$ cat config.mk
export PLATFORM = sky130hd
export DESIGN_NAME = can_tx_node
export DESIGN_NICKNAME = d
export VERILOG_FILES = /design/src/can_pkg.sv /design/src/can_tx_node.sv /design/src/can_frame_tx.sv /design/src/can_tx_arbiter.sv /design/src/can_tx_mailbox.sv
export SDC_FILE = /design/constraint.sdc
export NUM_CORES = 1
export LEC_CHECK = 0
export ABC_CLOCK_PERIOD_IN_PS = 11300
export BUFFER_PORTS_ARGS = -buffer_cell sky130_fd_sc_hd__clkbuf_2
export CAP_MARGIN = 15
export CORE_MARGIN = 2
export CORE_UTILIZATION = 45
export DETAILED_ROUTE_END_ITERATION = 10
export PLACE_DENSITY_LB_ADDON = 0.15
export SYNTH_ARGS = -nofsm -noshare
export SYNTH_HDL_FRONTEND = slang
export SYNTH_SLANG_ARGS = --single-unit
$ cat constraint.sdc
create_clock -name clk -period 11.3 [get_ports clk]
set_input_delay 0.565 -clock clk [delete_from_list [all_inputs] [get_ports clk]]
set_output_delay 0.565 -clock clk [all_outputs]
set_load 0.02 [all_outputs]
$ cat src/can_pkg.sv
package can_pkg;

    // ##################################################
    // Sizes and bit timing

    localparam int NUM_MBOX = 2;
    localparam int MAX_DATA_BYTES = 8;
    localparam int DATA_BITS = MAX_DATA_BYTES * 8;

    // Clock cycles in one CAN bit
    localparam int BIT_CLKS = 4;

    // Seven end-of-frame bits followed by three intermission bits
    localparam int EOF_BITS = 10;

    // Identifier, RTR, IDE, r0 and DLC as sent after SOF
    localparam int HDR_BITS = 18;
    localparam int CRC_BITS = 15;
    localparam int SREG_BITS = HDR_BITS + DATA_BITS;
    localparam int TICK_W = $clog2(BIT_CLKS) + 1;

    // ##################################################
    // Types

    typedef logic [10:0] can_id_t;
    typedef logic [3:0] can_dlc_t;
    typedef logic [DATA_BITS-1:0] can_data_t;
    typedef logic [CRC_BITS-1:0] crc15_t;
    typedef logic [$clog2(NUM_MBOX)-1:0] mbox_idx_t;
    typedef logic [6:0] frame_cnt_t;
    typedef logic [TICK_W-1:0] tick_cnt_t;

    localparam crc15_t CRC15_POLY = 15'h4599;

    // Byte 0 of the payload sits in the top byte and goes out first
    typedef struct packed {
        can_id_t   id;
        can_dlc_t  dlc;
        can_data_t data;
    } can_msg_t;

    typedef enum logic [2:0] {
        st_idle,
        st_sof,
        st_send,
        st_ack,
        st_eof
    } tx_state_t;

endpackage
$ cat src/can_tx_node.sv
`timescale 1ns/1ps

module can_tx_node (
    input  logic                          clk,
    input  logic                          rst_n,
    input  logic                          wr_en,
    input  can_pkg::mbox_idx_t            wr_sel,
    input  can_pkg::can_msg_t             wr_msg,
    output logic                          tx,
    output logic                          busy,
    output logic [can_pkg::NUM_MBOX-1:0]  pending,
    output logic                          tx_done,
    output can_pkg::mbox_idx_t            mbox_done
);

    logic [can_pkg::NUM_MBOX-1:0] load;
    logic [can_pkg::NUM_MBOX-1:0] clear;
    can_pkg::can_msg_t mbox_msg [can_pkg::NUM_MBOX];
    can_pkg::can_msg_t frame_msg;
    logic start;

    // ##################################################
    // Transmit mailboxes

    for (genvar i = 0; i < can_pkg::NUM_MBOX; i++) begin : g_mbox
        assign load[i] = wr_en && (wr_sel == can_pkg::mbox_idx_t'(i));

        can_tx_mailbox u_mbox (
            .clk      (clk),
            .rst_n    (rst_n),
            .load     (load[i]),
            .load_msg (wr_msg),
            .clear    (clear[i]),
            .pending  (pending[i]),
            .msg      (mbox_msg[i])
        );
    end

    can_tx_arbiter u_arbiter (
        .clk       (clk),
        .rst_n     (rst_n),
        .req       (pending),
        .msgs      (mbox_msg),
        .busy      (busy),
        .done      (tx_done),
        .start     (start),
        .frame_msg (frame_msg),
        .clear     (clear),
        .mbox_done (mbox_done)
    );

    can_frame_tx u_frame_tx (
        .clk   (clk),
        .rst_n (rst_n),
        .start (start),
        .msg   (frame_msg),
        .tx    (tx),
        .busy  (busy),
        .done  (tx_done)
    );

endmodule

$ cat src/can_frame_tx.sv
`timescale 1ns/1ps

module can_frame_tx (
    input  logic              clk,
    input  logic              rst_n,
    input  logic              start,
    input  can_pkg::can_msg_t msg,
    output logic              tx,
    output logic              busy,
    output logic              done
);

    can_pkg::tx_state_t state;
    can_pkg::tick_cnt_t tick_cnt;
    can_pkg::frame_cnt_t bit_cnt;
    can_pkg::frame_cnt_t data_end;
    can_pkg::frame_cnt_t frame_end;
    can_pkg::crc15_t crc;
    logic [can_pkg::SREG_BITS-1:0] sreg;
    logic [4:0] history;
    logic tick;
    logic stuff_now;
    logic in_data;
    logic next_bit;

    function automatic can_pkg::crc15_t crc15_step(input can_pkg::crc15_t c, input logic b);
        logic fb;
        fb = c[14] ^ b;
        crc15_step = {c[13:0], 1'b0} ^ (fb ? can_pkg::CRC15_POLY : '0);
    endfunction

    // Number of frame bits after SOF up to the end of the data field
    function automatic can_pkg::frame_cnt_t data_field_end(input can_pkg::can_dlc_t dlc);
        can_pkg::frame_cnt_t nbytes;
        if (dlc > can_pkg::can_dlc_t'(can_pkg::MAX_DATA_BYTES)) begin
            nbytes = can_pkg::frame_cnt_t'(can_pkg::MAX_DATA_BYTES);
        end else begin
            nbytes = can_pkg::frame_cnt_t'(dlc);
        end
        data_field_end = can_pkg::frame_cnt_t'(can_pkg::HDR_BITS) + (nbytes << 3);
    endfunction

    assign tick = busy && (tick_cnt == '0);
    assign in_data = bit_cnt < data_end;
    assign frame_end = data_end + can_pkg::frame_cnt_t'(can_pkg::CRC_BITS);
    assign next_bit = in_data ? sreg[can_pkg::SREG_BITS-1] : crc[14];

    // Five equal bits on the line call for a bit of the other value
    assign stuff_now = (history == 5'b00000) || (history == 5'b11111);

    // ##################################################
    // Header and data shift register

    always_ff @(posedge clk) begin
        if (start && !busy) begin
            // RTR, IDE and r0 are all dominant for a base data frame
            sreg <= {msg.id, 3'b000, msg.dlc, msg.data};
            data_end <= data_field_end(msg.dlc);
        end else if (tick && state == can_pkg::st_send && !stuff_now && in_data) begin
            sreg <= {sreg[can_pkg::SREG_BITS-2:0], 1'b0};
        end
    end

    // ##################################################
    // Bit timing and frame sequencing

    always_ff @(posedge clk) begin
        if (!rst_n) begin
            state <= can_pkg::st_idle;
            tick_cnt <= '0;
            bit_cnt <= '0;
            crc <= '0;
            history <= '0;
            tx <= 1'b1;
            busy <= 1'b0;
            done <= 1'b0;
        end else begin
            done <= 1'b0;
            if (start && !busy) begin
                // First tick lands on the next cycle and sends SOF
                busy <= 1'b1;
                state <= can_pkg::st_sof;
                tick_cnt <= '0;
                crc <= '0;
            end else if (busy && tick_cnt != '0) begin
                tick_cnt <= tick_cnt - 1'b1;
            end else if (tick) begin
                tick_cnt <= can_pkg::tick_cnt_t'(can_pkg::BIT_CLKS - 1);
                case (state)
                    can_pkg::st_sof: begin
                        tx <= 1'b0;
                        crc <= crc15_step(crc, 1'b0);
                        // Only the SOF bit counts toward the first run
                        history <= 5'b01010;
                        bit_cnt <= '0;
                        state <= can_pkg::st_send;
                    end
                    can_pkg::st_send: begin
                        if (stuff_now) begin
                            tx <= ~history[0];
                            history <= {history[3:0], ~history[0]};
                        end else if (bit_cnt == frame_end) begin
                            // CRC delimiter
                            tx <= 1'b1;
                            bit_cnt <= '0;
                            state <= can_pkg::st_ack;
                        end else begin
                            tx <= next_bit;
                            history <= {history[3:0], next_bit};
                            bit_cnt <= bit_cnt + 1'b1;
                            if (in_data) begin
                                crc <= crc15_step(crc, next_bit);
                            end else begin
                                crc <= {crc[13:0], 1'b0};
                            end
                        end
                    end
                    can_pkg::st_ack: begin
                        // ACK slot and ACK delimiter are both left recessive
                        tx <= 1'b1;
                        if (bit_cnt == can_pkg::frame_cnt_t'(1)) begin
                            bit_cnt <= '0;
                            state <= can_pkg::st_eof;
                        end else begin
                            bit_cnt <= bit_cnt + 1'b1;
                        end
                    end
                    can_pkg::st_eof: begin
                        if (bit_cnt == can_pkg::frame_cnt_t'(can_pkg::EOF_BITS)) begin
                            busy <= 1'b0;
                            done <= 1'b1;
                            state <= can_pkg::st_idle;
                        end else begin
                            tx <= 1'b1;
                            bit_cnt <= bit_cnt + 1'b1;
                        end
                    end
                    default: begin
                        tx <= 1'b1;
                        busy <= 1'b0;
                        state <= can_pkg::st_idle;
                    end
                endcase
            end
        end
    end

endmodule

$ cat src/can_tx_arbiter.sv
`timescale 1ns/1ps

module can_tx_arbiter (
    input  logic                          clk,
    input  logic                          rst_n,
    input  logic [can_pkg::NUM_MBOX-1:0]  req,
    input  can_pkg::can_msg_t             msgs [can_pkg::NUM_MBOX],
    input  logic                          busy,
    input  logic                          done,
    output logic                          start,
    output can_pkg::can_msg_t             frame_msg,
    output logic [can_pkg::NUM_MBOX-1:0]  clear,
    output can_pkg::mbox_idx_t            mbox_done
);

    logic [can_pkg::NUM_MBOX-1:0] eligible;
    can_pkg::mbox_idx_t win_idx;
    can_pkg::mbox_idx_t granted;
    logic win_ok;
    logic outstanding;
    logic grant;

    // The finished mailbox is released in the same cycle as done
    always_comb begin
        clear = '0;
        if (done) begin
            clear[granted] = 1'b1;
        end
    end

    // A mailbox being cleared must not win again on stale pending
    assign eligible = req & ~clear;

    // ##################################################
    // Lowest identifier wins, ties go to the lower index

    always_comb begin
        win_idx = '0;
        win_ok = 1'b0;
        for (int i = 0; i < can_pkg::NUM_MBOX; i++) begin
            if (eligible[i] && (!win_ok || msgs[i].id < msgs[win_idx].id)) begin
                win_idx = can_pkg::mbox_idx_t'(i);
                win_ok = 1'b1;
            end
        end
    end

    assign grant = win_ok && !busy && !outstanding;

    // Outstanding covers the cycle between the start pulse and busy rising
    always_ff @(posedge clk) begin
        if (!rst_n) begin
            start <= 1'b0;
            outstanding <= 1'b0;
            granted <= '0;
        end else begin
            start <= grant;
            if (grant) begin
                outstanding <= 1'b1;
                granted <= win_idx;
            end else if (busy) begin
                outstanding <= 1'b0;
            end
        end
    end

    always_ff @(posedge clk) begin
        if (grant) begin
            frame_msg <= msgs[win_idx];
        end
    end

    assign mbox_done = granted;

endmodule

$ cat src/can_tx_mailbox.sv
`timescale 1ns/1ps

module can_tx_mailbox (
    input  logic              clk,
    input  logic              rst_n,
    input  logic              load,
    input  can_pkg::can_msg_t load_msg,
    input  logic              clear,
    output logic              pending,
    output can_pkg::can_msg_t msg
);

    logic accept;

    // A full mailbox ignores further writes until its frame has gone out
    assign accept = load && !pending;

    always_ff @(posedge clk) begin
        if (!rst_n) begin
            pending <= 1'b0;
        end else if (accept) begin
            pending <= 1'b1;
        end else if (clear) begin
            pending <= 1'b0;
        end
    end

    // The message is held until the next accepted load, so the
    // arbiter can compare identifiers at any time
    always_ff @(posedge clk) begin
        if (accept) begin
            msg <= load_msg;
        end
    end

endmodule

---- After elaboration in Yosys (flattened, before gate mapping) ----
Cells that the tools add are included.
operators by class
  muxes and demuxes ....................... 54
  bitwise gates (word level) .............. 13
  $lt $le $gt $ge ......................... 6
  add/sub/neg operators ................... 4
  reduce and logical (&&, ||, !) cells .... 43
  eq/ne operators ......................... 21
operator list
  operator             number
  $mux 79              3
  $mux 82              2
  $mux 15              5
  $pmux 15 s2          1
  $xor 15x15->15       2
  $mux 7               4
  $pmux 7 s4           1
  $mux 1               22
  $mux 3               6
  $reduce_and 6->1     3
  $logic_and 1x1->1    14
  $reduce_bool 2->1    7
  $pmux 3 s4           1
  $lt 11x11->1         1
  $mux 5               2
  $pmux 5 s2           1
  $reduce_and 5->1     2
  $mux 4               2
  $ne 2x1->1 const B   4
  $ne 2x2->1 const B   4
  $reduce_and 4->1     2
  $add 5x7->7 const A  1
  $add 7x1->7 const B  1
  $add 7x4->7 const B  1
  34 further kinds     49
word-level totals
  input bits .............................. 83
  output and inout bits ................... 6
  register bits ........................... 367

---- Logic depth before layout (Yosys ltp) ----
Gate-level depths: netlist of the first run.
  depth in word-level cells ............... 16
  mapped depth ............................ 10
  gate-level depth less buffers ........... 9

---- Hierarchy ----
From an unflattened synthesis of the first run, not the netlist that was laid out.
second synthesis, totals
  cell total of the unflattened synthesis .. 909
  area, all modules ....................... 14637.8 um^2
by module, submodules not included
  module          sequential area each (um^2)  area an instance (um^2)  cells an instance  instances
  can_frame_tx    3273.1                       5835.6                   519                1
  can_tx_mailbox  2392.3                       2412.3                   83                 2
  can_tx_arbiter  2432.3                       3961.3                   222                1
  can_tx_node     0.0                          16.3                     2                  1

---- Worst setup path before layout of the first run ----
OpenSTA, ideal clock, no wires.
  path type ............................... register -> register
  start point ............................. reg u_arbiter.granted, in the netlist u_arbiter.mbox_done
  end point ............................... reg u_arbiter.granted, in the netlist u_arbiter.mbox_done
  path slack .............................. 4.187 ns
  setup time .............................. 0.120 ns
  data required time ...................... 11.180 ns
  data arrival time ....................... 6.992 ns
  stages on the path, launching flop included .. 7
  buffers on the path ..................... 0
  path through ............................ dfxtp_1 inv_1 a21boi_0 o22ai_1 nor3_1 mux2i_1 and2_1
on the way
  longest elaborated chain between the ends .. 14
RTL lines
  what                                                                   line                  RTL
  start: declaration                                                     can_tx_arbiter.sv:18  can_pkg::mbox_idx_t granted;
  start signal: assignment                                               can_tx_arbiter.sv:60  granted <= win_idx;
  $lt 1x2->1 (not written as such) / $ge 1x1->1 (equally long branches)  can_tx_arbiter.sv:27  clear[granted] = 1'b1;
  $logic_and 1x1->1 (not written as such)                                can_tx_arbiter.sv:27
  $mux 1 (not written as such)                                           can_tx_arbiter.sv:27
  $demux 1 s1 (*)                                                        -
  $mux 2 (*)                                                             can_tx_arbiter.sv:26  if (done) begin
  $not 2->2 (*)                                                          can_tx_arbiter.sv:32  assign eligible = req & ~clear;
  $and 2x2->2 (*)                                                        can_tx_arbiter.sv:32
  $mux 1                                                                 can_tx_arbiter.sv:41  if (eligible[i] && (!win_ok || msgs[i].id < msgs[win_idx].id)) begin
  $logic_not 1->1                                                        can_tx_arbiter.sv:41
  $logic_or 1x1->1                                                       can_tx_arbiter.sv:41
  $logic_and 1x1->1                                                      can_tx_arbiter.sv:41
  $mux 1 (*)                                                             can_tx_arbiter.sv:41
  $logic_and 1x1->1 (*) (2 in series)                                    can_tx_arbiter.sv:48  assign grant = win_ok && !busy && !outstanding;
  via u_arbiter.grant                                                    can_tx_arbiter.sv:21  logic grant;
Mark *: on every way through the listed nets, which the timed path passes. The rest lies on a longest branch.
A chain may end at the register's enable or synchronous reset.

---- Worst setup path after layout of the first run ----
  start point ............................. reg u_frame_tx.tick_cnt[0]
  end point ............................... reg u_frame_tx.sreg[49] in the netlist's numbering, enable pin
on the way
  longest elaborated chain between the ends .. 6
RTL lines
  what                             line                RTL
  start: declaration               can_frame_tx.sv:14  can_pkg::tick_cnt_t tick_cnt;
  start signal: assignment         can_frame_tx.sv:86  tick_cnt <= tick_cnt - 1'b1;
  start signal: assignment         can_frame_tx.sv:88  tick_cnt <= can_pkg::tick_cnt_t'(can_pkg::BIT_CLKS - 1);
  $logic_not 3->1                  can_frame_tx.sv:43  assign tick = busy && (tick_cnt == '0);
  $logic_and 1x1->1                can_frame_tx.sv:43
  $logic_and 1x1->1 (3 in series)  can_frame_tx.sv:59  end else if (tick && state == can_pkg::st_send && !stuff_now && in_data) begin
  $reduce_bool 2->1 (no line)      -
  end signal: assignment           can_frame_tx.sv:57  sreg <= {msg.id, 3'b000, msg.dlc, msg.data};
  end signal: assignment           can_frame_tx.sv:60  sreg <= {sreg[can_pkg::SREG_BITS-2:0], 1'b0};
  end: declaration                 can_frame_tx.sv:19  logic [can_pkg::SREG_BITS-1:0] sreg;
No other way between the ends.

==> flow_summary.json, run 1 <==
{
  "die_x_um": 180,
  "final_layout_size_suffix_gt1_share_pct": 26.3,
  "insertedDiodeCount": 0,
  "die_h_um": 180,
  "syn_inst": 796,
  "final_area_um2": 16000,
  "cts.hold.buffers_added": 0,
  "critPathRequiredTime_ns": 11.44,
  "synth_edf_count": 320,
  "cts_buffers": 38,
  "max_freq_mhz": 266,
  "crit_path_top_delay_cell": "and2_4",
  "fin_crit_ns": 3.76,
  "path_max_fanout": 82,
  "h-tree-depth": 2,
  "hold_viol": 0,
  "setup_violations": 0,
  "routed_wl_mm": 22.9,
  "root_buffer": "clkbuf_16",
  "crit_type": "reg2reg",
  "synth_flop_cell": "edfxtp_1",
  "yosysMostFrequentCell": "edfxtp_1",
  "peakVddDrop_uv": 127,
  "slew_viol_final": 0,
  "avgSynthCellArea_um2": 17.4,
  "cts_resized": 0,
  "die_area_um2": 32300,
  "crit_buf_inv": 2,
  "core_um2": 30500,
  "grt_pass1_wl_mm": 37.4,
  "cts_sinks": 364,
  "post_cts_buffers": 0,
  "n_fill_cell": 2475,
  "power_density_nw_per_um2": 185,
  "multi_input_area_um2": 3160,
  "fin_nets": 1001,
  "ys_top_cells_by_area": "edfxtp_1, mux2_2, dfxtp_1",
  "hold_path.class": "in2reg",
  "status": "completed",
  "cts_tree": "done",
  "start_kind": "flop",
  "grt_pass1_vias": 7131,
  "yosysTopAreaCell": "edfxtp_1",
  "syn-num-nets": 900,
  "place.gp.congestion": 0.767,
  "yosys-top-cells-count": "edfxtp_1, mux2_2, a22o_1",
  "area.growth.synth_to_final_pct": 15.0,
  "worst_pin_slew_ns": 1.10,
  "grt-ovfl-total": 0,
  "period_share_pct": 33.3,
  "start_util_pct": 45.5,
  "antenna_found_initial": 2,
  "viasPerCell": 5.26,
  "drv_cap": 0,
  "final_util_pct": 52.3,
  "tns_ns": 0,
  "antenna_left": 0,
  "cpMostUsedCell": "ha_1",
  "fin_ws_ns": 7.54,
  "placedCellCount": 1253,
  "cp.arrival_ns": 3.90,
  "vias": 6944,
  "total_power_mw": 2.95,
  "drt_first_pass_iters": 4,
  "seq_area_frac_synth_pct": 75.6,
  "ios": 89,
  "async_reset_ff_share_pct": 0,
  "pre_cts_slack_ns": 7.50,
  "max_stage_delay_ns": 0.81,
  "fin_cells": 1319,
  "cts.path.max_buffers": 3,
  "wire_per_inst_um": 17.4,
  "syn_area_um2": 13900,
  "synth_cell_types": 58,
  "path_delay_family": "simple AND/OR/NAND/NOR gates",
  "portBuffers": 88,
  "synth_top_area_share_pct": 69.2,
  "clk-insertion-delay-late_ns": 0.51,
  "critPathCaptureType": "flop",
  "crit_chain": "inv_1 > ha_1 > ha_1 > nand2_1 > nor3_2 > and2_4 > or2_4 > buf_4",
  "seq_area_um2": 10500,
  "drc": 0,
  "drt_iter0_drc": 499,
  "hpwl_mm": 12.7,
  "grt_use_total_pct": 14.3,
  "synth_warnings": 0,
  "rsz0062_at_grt": "no",
  "fin_worst_skew_ns": 0.0192,
  "hold_ws_ns": 0.240,
  "grt_max_degree": 88,
  "slew_headroom_pct": 26.5,
  "clkTransAtPathRegs_ns": 0.06,
  "rows": 64,
  "placement.cell_area_um2": 14700,
  "synth-seq-cells": 364,
  "power_leakage_nw": 5.77
}
[state kept, by name (all words and copies together) (netlist names), 2 cells and up]
name	flops
g_mbox.u_mbox.msg	158
g_mbox.u_mbox.pending	2
u_arbiter.frame_msg	79
u_frame_tx.bit_cnt	7
u_frame_tx.crc	15
u_frame_tx.data_end	4
u_frame_tx.history	5
u_frame_tx.sreg	82
u_frame_tx.state	3
u_frame_tx.tick_cnt	3
[per-layer routing]
metal / part of all wire [%] / up-vias / global-route usage [%]
met5: 0.10 / - / 0
met4: 1.9 / 4 / 4.42
met3: 5.0 / 48 / 3.40
met2: 46 / 127 / 23.0
met1: 47 / 3457 / 19.5
li1: - / 3308 / -
[cells by family (layout without fill, tap and decap cells)]
logic type,after synthesis,count (layout),share of synthesized area [%]
xor gates and xnor gates,15,15,1.05
and+or+nand+nor,107,107,3.93
AOI/OAI and AO/OA,134,134,7.95
muxes,95,95,7.66
buffers and inverters,60,187,1.96
DFF,364,364,75.6
adders and majority gates,21,21,1.89
[where the power goes]
group / total [mW] / switching [mW] / leakage, nW / internal, mW
Clock: 1.23 / 0.483 / 0.592 / 0.745
Sequential: 1.57 / 0.0201 / 3.39 / 1.55
Combinational: 0.152 / 0.0925 / 1.79 / 0.0597
Total: 2.95 / 0.596 / 5.77 / 2.35
[area by class of cell]
class                      instances  share of cell area (%)
clock buffer                      47                    6.30
clock inverter                    19                    1.40
inverter                          25                   0.596
multi-input combinational        372                    19.8
sequential                       364                    65.7
tap                              396                    3.10
timing repair buffer              96                    3.13
[cells in the final DEF (no fill, tap or decap), drive strengths merged, types with 2 or more instances in the layout]
cell type    n
edfxtp     320
clkbuf     135
mux2        80
a22o        78
dfxtp       44
nor2        37
inv         24
ha          21
nand2       15
mux2i       15
o21ai       15
clkinv      13
xor2        12
nand3       10
buf          8
and2         8
a21oi        7
nand2b       6
nand4        6
nor3         6
bufinv       5
a21boi       4
nor2b        4
o21a         4
o211a        3
o22ai        3
a211oi       3
or2          3
o211ai       3
and2b        2
xnor2        2
nand3b       2
and3         2
a22oi        2
nor3b        2
o31ai        2
clkinvlp     2
[path summary, 6_finish.rpt]
kind | start | to | slack, ns | cells past startpoint
setup / recovery | u_frame_tx.tick_cnt[0] | u_frame_tx.sreg[49] | 7.54 | 8
hold / removal | wr_msg[36] | g_mbox[1].u_mbox.msg[36] | 0.24 | 1
setup reg to reg | u_frame_tx.tick_cnt[0] | u_frame_tx.sreg[49] | 7.54 | 8
hold reg to reg | u_frame_tx.crc[0] | u_frame_tx.crc[0] | 0.46 | 2
Note: power is estimated with default switching activity, not from simulation.
==> inputs of run 2 (changes only) <==
ABC_CLOCK_PERIOD_IN_PS = 3800   (was 11300)
clock period = 3.8 ns   (was 11.3 ns; I/O delays follow)
==> flow_summary.json, run 2 (synthesis gave the netlist of run 1 again) <==
{
  "worst_pin_slew_ns": 0.994,
  "antenna_left": 0,
  "power.internal_mw": 6.96,
  "fin_cells": 1407,
  "clkTransAtPathRegs_ns": 0.06,
  "fin_nets": 1083,
  "pwr-share-seq_pct": 53.1,
  "die_area_um2": 32300,
  "crit_chain": "inv_1 > ha_1 > ha_1 > nand2_1 > nor3_2 > and2_4 > buf_4 > mux2i_1 > nor2_1",
  "top_register": "g_mbox.u_mbox.msg",
  "total_power_mw": 8.79,
  "die_h_um": 180,
  "pwr-share-clk_pct": 40.9,
  "die_x_um": 180,
  "cts_tree": "done",
  "cpMostUsedCell": "ha_1",
  "power_leakage_nw": 6.13,
  "status": "completed",
  "net-switching-power_mw": 1.83,
  "slew_viol_final": 0,
  "power_density_nw_per_um2": 522,
  "h-tree-depth": 2,
  "mostFrequentLayoutCells": "edfxtp_1, clkbuf_2, mux2_2, dlygate4sd3_1, a22o_1",
  "grt-ovfl-total": 0,
  "max_stage_delay_ns": 0.65,
  "clk-insertion-delay-late_ns": 0.52,
  "wire_per_inst_um": 16.6,
  "tns_ns": 0,
  "fin_crit_ns": 2.62,
  "drt_first_pass_iters": 4,
  "fin_worst_skew_ns": 0.0189,
  "post_cts_buffers": 0,
  "cts_sinks": 364,
  "rows": 64,
  "antenna_found_initial": 1,
  "slew_headroom_pct": 33.8,
  "period_share_pct": 68.9,
  "crit_buf_inv": 2,
  "max_freq_mhz": 382,
  "grt_pass1_vias": 7214,
  "root_buffer": "clkbuf_16",
  "path_delay_family": "buffers and inverters",
  "cts_buffers": 39,
  "setup_violations": 0,
  "crit_type": "reg2reg",
  "n_fill_cell": 2355,
  "portBuffers": 88,
  "critPathCaptureType": "flop",
  "start_kind": "flop",
  "ios": 89,
  "cp.arrival_ns": 2.98,
  "grt_pass1_wl_mm": 38.0,
  "hpwl_mm": 12.4,
  "final_common_cell": "edfxtp_1",
  "grt_use_total_pct": 14.5,
  "viasPerCell": 5.11,
  "hold_viol": 0,
  "comb_power_share_pct": 6.0,
  "vias": 7186,
  "drc": 0,
  "switching_share_pct": 20.8,
  "routed_wl_mm": 23.3,
  "peakVddDrop_uv": 415,
  "reg_top3": "g_mbox.u_mbox.msg (158), u_frame_tx.sreg (82), u_arbiter.frame_msg (79)",
  "grt_max_degree": 88,
  "final_layout_size_suffix_gt1_share_pct": 24.6,
  "start_util_pct": 45.5,
  "drv_cap": 0,
  "rsz0062_at_grt": "no",
  "critPathRequiredTime_ns": 4.16,
  "core_um2": 30500,
  "drt_iter0_drc": 453,
  "cts.path.max_buffers": 3,
  "area.growth.synth_to_final_pct": 21.2,
  "r2r_slack_ns": 1.18,
  "placedCellCount": 1255,
  "hold_path.class": "in2reg",
  "largest_reg_flops": 158,
  "crit_path_top_delay_cell": "buf_4",
  "place.gp.congestion": 0.790,
  "path_max_fanout": 81
}
-- run 2: final cells by class --
class                      count  area [um^2]  share of cell area, %
multi-input combinational    372         3170                   18.8
clock inverter                18          149                  0.885
clock buffer                  54         1070                   6.38
antenna                        1         2.50                 0.0149
tap                          396          495                   2.94
timing repair buffer         177         1360                   8.06
inverter                      25         95.1                  0.565
sequential                   364        10500                   62.3
-- run 2: per-stage QoR --
stage	cell area (um^2)	worst slack [ns]	hold WS, ns	util (%)
2_1_floorplan	13900	0.0632	0.289	-
3_3_place_gp	14800	1.20	0.379	48.6
3_5_place_dp	14800	1.16	0.382	48.6
4_1_cts	16800	1.15	0.119	55.2
5_1_grt	16800	0.925	0.135	55.2
6_report	16800	1.18	0.130	55.2
-- run 2: worst register-to-register path: cells and delay by family, from the launching register on --
family / cells / cell delay [ns]
buffers and inverters: 2 / 0.71
AND/OR/NAND/NOR: 4 / 0.70
adder cells (fa/ha/maj): 2 / 0.38
multiplexers: 1 / 0.36
flip-flops: 1 / 0.32
-- run 2: final timing paths --
check                    startpoint                       end  cells past startpoint
max          u_frame_tx.tick_cnt[0]       u_frame_tx.sreg[68]                      9
max reg2reg  u_frame_tx.tick_cnt[0]       u_frame_tx.sreg[68]                      9
min reg2reg       u_frame_tx.crc[0]         u_frame_tx.crc[0]                      2
min                           wr_en  g_mbox[1].u_mbox.msg[56]                      3
-- run 2: what timing repair did --
item | CTS | global route
hold buffers | 79 | 0
gates resized for setup | 0 | 0
endpoints found under the hold margin | 158 | 0
-- run 2: power groups by stage --
stage | logic [mW] | clock network [mW] | registers (mW)
after floorplan | 0.304 | 0 | 4.74
after global placement | 0.471 | 0 | 4.75
after detailed placement | 0.474 | 0 | 4.75
after CTS | 0.540 | 3.69 | 4.67
after global routing | 0.585 | 3.86 | 4.69
final | 0.527 | 3.60 | 4.67
-- run 2: metal layers --
layer | wire length (um) | GRT usage, % | vias to the layer above
li1 | - | - | 3475
met1 | 11100 | 19.8 | 3561
met2 | 10900 | 23.9 | 115
met3 | 837 | 2.76 | 35
met4 | 452 | 4.03 | 0
met5 | 0 | 0 | -
==> inputs of run 3 (changes only) <==
ABC_AREA = 1   (was not set)
ABC_CLOCK_PERIOD_IN_PS = 2700   (was 3800)
clock period = 2.7 ns   (was 3.8 ns; I/O delays follow)
==> flow_summary.json, run 3 <==
{
  "fin_cells": 1730,
  "antenna_left": 0,
  "mostFrequentLayoutCells": "edfxtp_1, nand2_1, inv_1, o21ai_0, clkbuf_2",
  "largest_reg_flops": 158,
  "wire_per_inst_um": 14.8,
  "synth-xor-area-share_pct": 0.308,
  "cts_tree": "done",
  "tns_ns": 0,
  "cp.arrival_ns": 2.55,
  "crit_type": "reg2reg",
  "cpMostUsedCell": "inv_1",
  "grt_pass1_vias": 8203,
  "final_area_um2": 17300,
  "synth_top_family_by_area": "compound AO/OA/AOI/OAI gates",
  "synth_flop_cell": "edfxtp_1",
  "avgSynthCellArea_um2": 12.8,
  "slew_viol_final": 0,
  "cts.path.max_buffers": 3,
  "grt_max_degree": 116,
  "portBuffers": 88,
  "max_freq_mhz": 428,
  "crit_chain": "inv_1 > ha_1 > nand2_1 > inv_1 > o21ai_1 > nand3_2 > nor2_4 > inv_1 > nand2_4 > buf_12",
  "top_register": "g_mbox.u_mbox.msg",
  "start_kind": "flop",
  "place.gp.congestion": 0.844,
  "yosysTopAreaCell": "edfxtp_1",
  "drt_first_pass_iters": 4,
  "yosysMostFrequentCell": "edfxtp_1",
  "async_reset_ff_share_pct": 0,
  "reg_top3": "g_mbox.u_mbox.msg (158), u_frame_tx.sreg (82), u_arbiter.frame_msg (79)",
  "synthAdderAreaFrac_pct": 1.85,
  "yosys-top-cells-count": "edfxtp_1, nand2_1, inv_1",
  "rsz0062_at_grt": "no",
  "rows": 65,
  "drc": 0,
  "viasPerCell": 4.88,
  "die_h_um": 182,
  "critPathCaptureType": "flop",
  "cts_sinks": 364,
  "hold_ws_ns": 0.127,
  "root_buffer": "clkbuf_16",
  "fin_ws_ns": 0.363,
  "critPathRequiredTime_ns": 2.91,
  "cts_buffers": 40,
  "clkTransAtPathRegs_ns": 0.06,
  "final_layout_size_suffix_gt1_share_pct": 14.3,
  "drt_iter0_drc": 550,
  "max_stage_delay_ns": 0.35,
  "synth_warnings": 0,
  "period_share_pct": 86.6,
  "power_leakage_nw": 6.88,
  "fin_crit_ns": 2.34,
  "grt-ovfl-total": 0,
  "synth_top_area_share_pct": 67.5,
  "h-tree-depth": 2,
  "worst_pin_slew_ns": 0.855,
  "syn_inst": 1111,
  "final_util_pct": 55.2,
  "syn_area_um2": 14200,
  "ios": 89,
  "hold_path.class": "in2reg",
  "drv_cap": 0,
  "power_density_nw_per_um2": 720,
  "fin_nets": 1402,
  "synthMuxAreaShare_pct": 0,
  "antenna_found_initial": 0,
  "insertedDiodeCount": 0,
  "final_common_cell": "edfxtp_1",
  "path_max_fanout": 25,
  "synth_edf_count": 320,
  "hpwl_mm": 14.7,
  "clk-insertion-delay-late_ns": 0.52,
  "total_power_mw": 12.4,
  "core_um2": 31300,
  "pre_cts_slack_ns": 0.327,
  "seq_area_frac_synth_pct": 73.7,
  "synth_compound_area_share_pct": 9.39,
  "die_x_um": 182,
  "placedCellCount": 1578,
  "syn-num-nets": 1215,
  "slew_headroom_pct": 42.8,
  "ys_top_cells_by_area": "edfxtp_1, dfxtp_1, nand2_1",
  "grt_pass1_wl_mm": 42.2,
  "status": "completed",
  "hold_viol": 0,
  "vias": 8446,
  "synth_cell_types": 35,
  "placement.cell_area_um2": 15300,
  "setup_violations": 0,
  "start_util_pct": 45.5,
  "fin_worst_skew_ns": 0.0158,
  "crit_path_top_delay_cell": "edfxtp_1",
  "synth-simple-area-share_pct": 9.15,
  "peakVddDrop_uv": 511,
  "die_area_um2": 33100,
  "grt_use_total_pct": 16.0,
  "synth-seq-cells": 364,
  "routed_wl_mm": 25.6,
  "area.growth.synth_to_final_pct": 21.4,
  "cts_resized": 0
}
[run 3: changes by cell type in the layout (fill, tap and decap cells not counted), moves of 12 or more]
cell and delta:
a21oi_1 +19, a22o_1 -12, inv_1 +121, mux2_2 -80, mux2i_1 -14, nand2_1 +173
nand3_1 +20, nor2_1 +33, o21ai_0 +95
[run 3: worst paths after layout]
check | start | endpoint | slack [ns] | depth (start not counted)
setup / recovery | u_frame_tx.data_end[4] | u_frame_tx.sreg[73] | 0.36 | 10
hold / removal | wr_sel | g_mbox[1].u_mbox.pending | 0.13 | 5
setup reg to reg | u_frame_tx.data_end[4] | u_frame_tx.sreg[73] | 0.36 | 10
hold reg to reg | u_frame_tx.tick_cnt[0] | u_frame_tx.tick_cnt[0] | 0.44 | 1
[run 3: layout make-up]
| type | count | area [um^2] |
|---|---|---|
| fill | 2577 | 14000 |
| sequential | 364 | 10500 |
| multi-input combinational | 551 | 3000 |
| timing repair buffer | 187 | 1510 |
| clock buffer | 55 | 1070 |
| inverter | 154 | 578 |
| tap | 402 | 503 |
| clock inverter | 17 | 125 |
[run 3: power by group]
| group | leakage (nW) | switching, mW | total (mW) | internal (mW) |
|---|---|---|---|---|
| Clock | 0.580 | 2.08 | 4.95 | 2.87 |
| Combinational | 2.93 | 0.531 | 0.868 | 0.337 |
| Sequential | 3.37 | 0.102 | 6.62 | 6.52 |
| Total | 6.88 | 2.72 | 12.4 | 9.73 |
[run 3: cells by family after synthesis]
group / Yosys count
compound gates: 211
simple gates: 314
xor+xnor: 5
flops: 364
fa+ha+maj: 21
buf+inv: 196
[run 3: critical path, delay by kind of cell (launching register included)]
family | cells | cell delay (ns)
AOI/OAI and AO/OA | 1 | 0.18
adders and majority gates | 1 | 0.32
DFF | 1 | 0.35
and+or+nand+nor | 4 | 0.73
buffers and inverters | 4 | 0.44
[run 3: timing repair]
action | CTS | global route
endpoints found under the hold margin | 164 | 0
hold buffers | 80 | 0
buffers inserted | 0 | 0
[run 3: metal layers]
layer / global-route usage [%] / wire, um / vias up
li1: - / - / 4249
met2: 25.5 / 11700 / 138
met1: 22.7 / 12300 / 4020
met3: 2.75 / 1040 / 39
met5: 0 / 0 / -
met4: 4.85 / 535 / 0
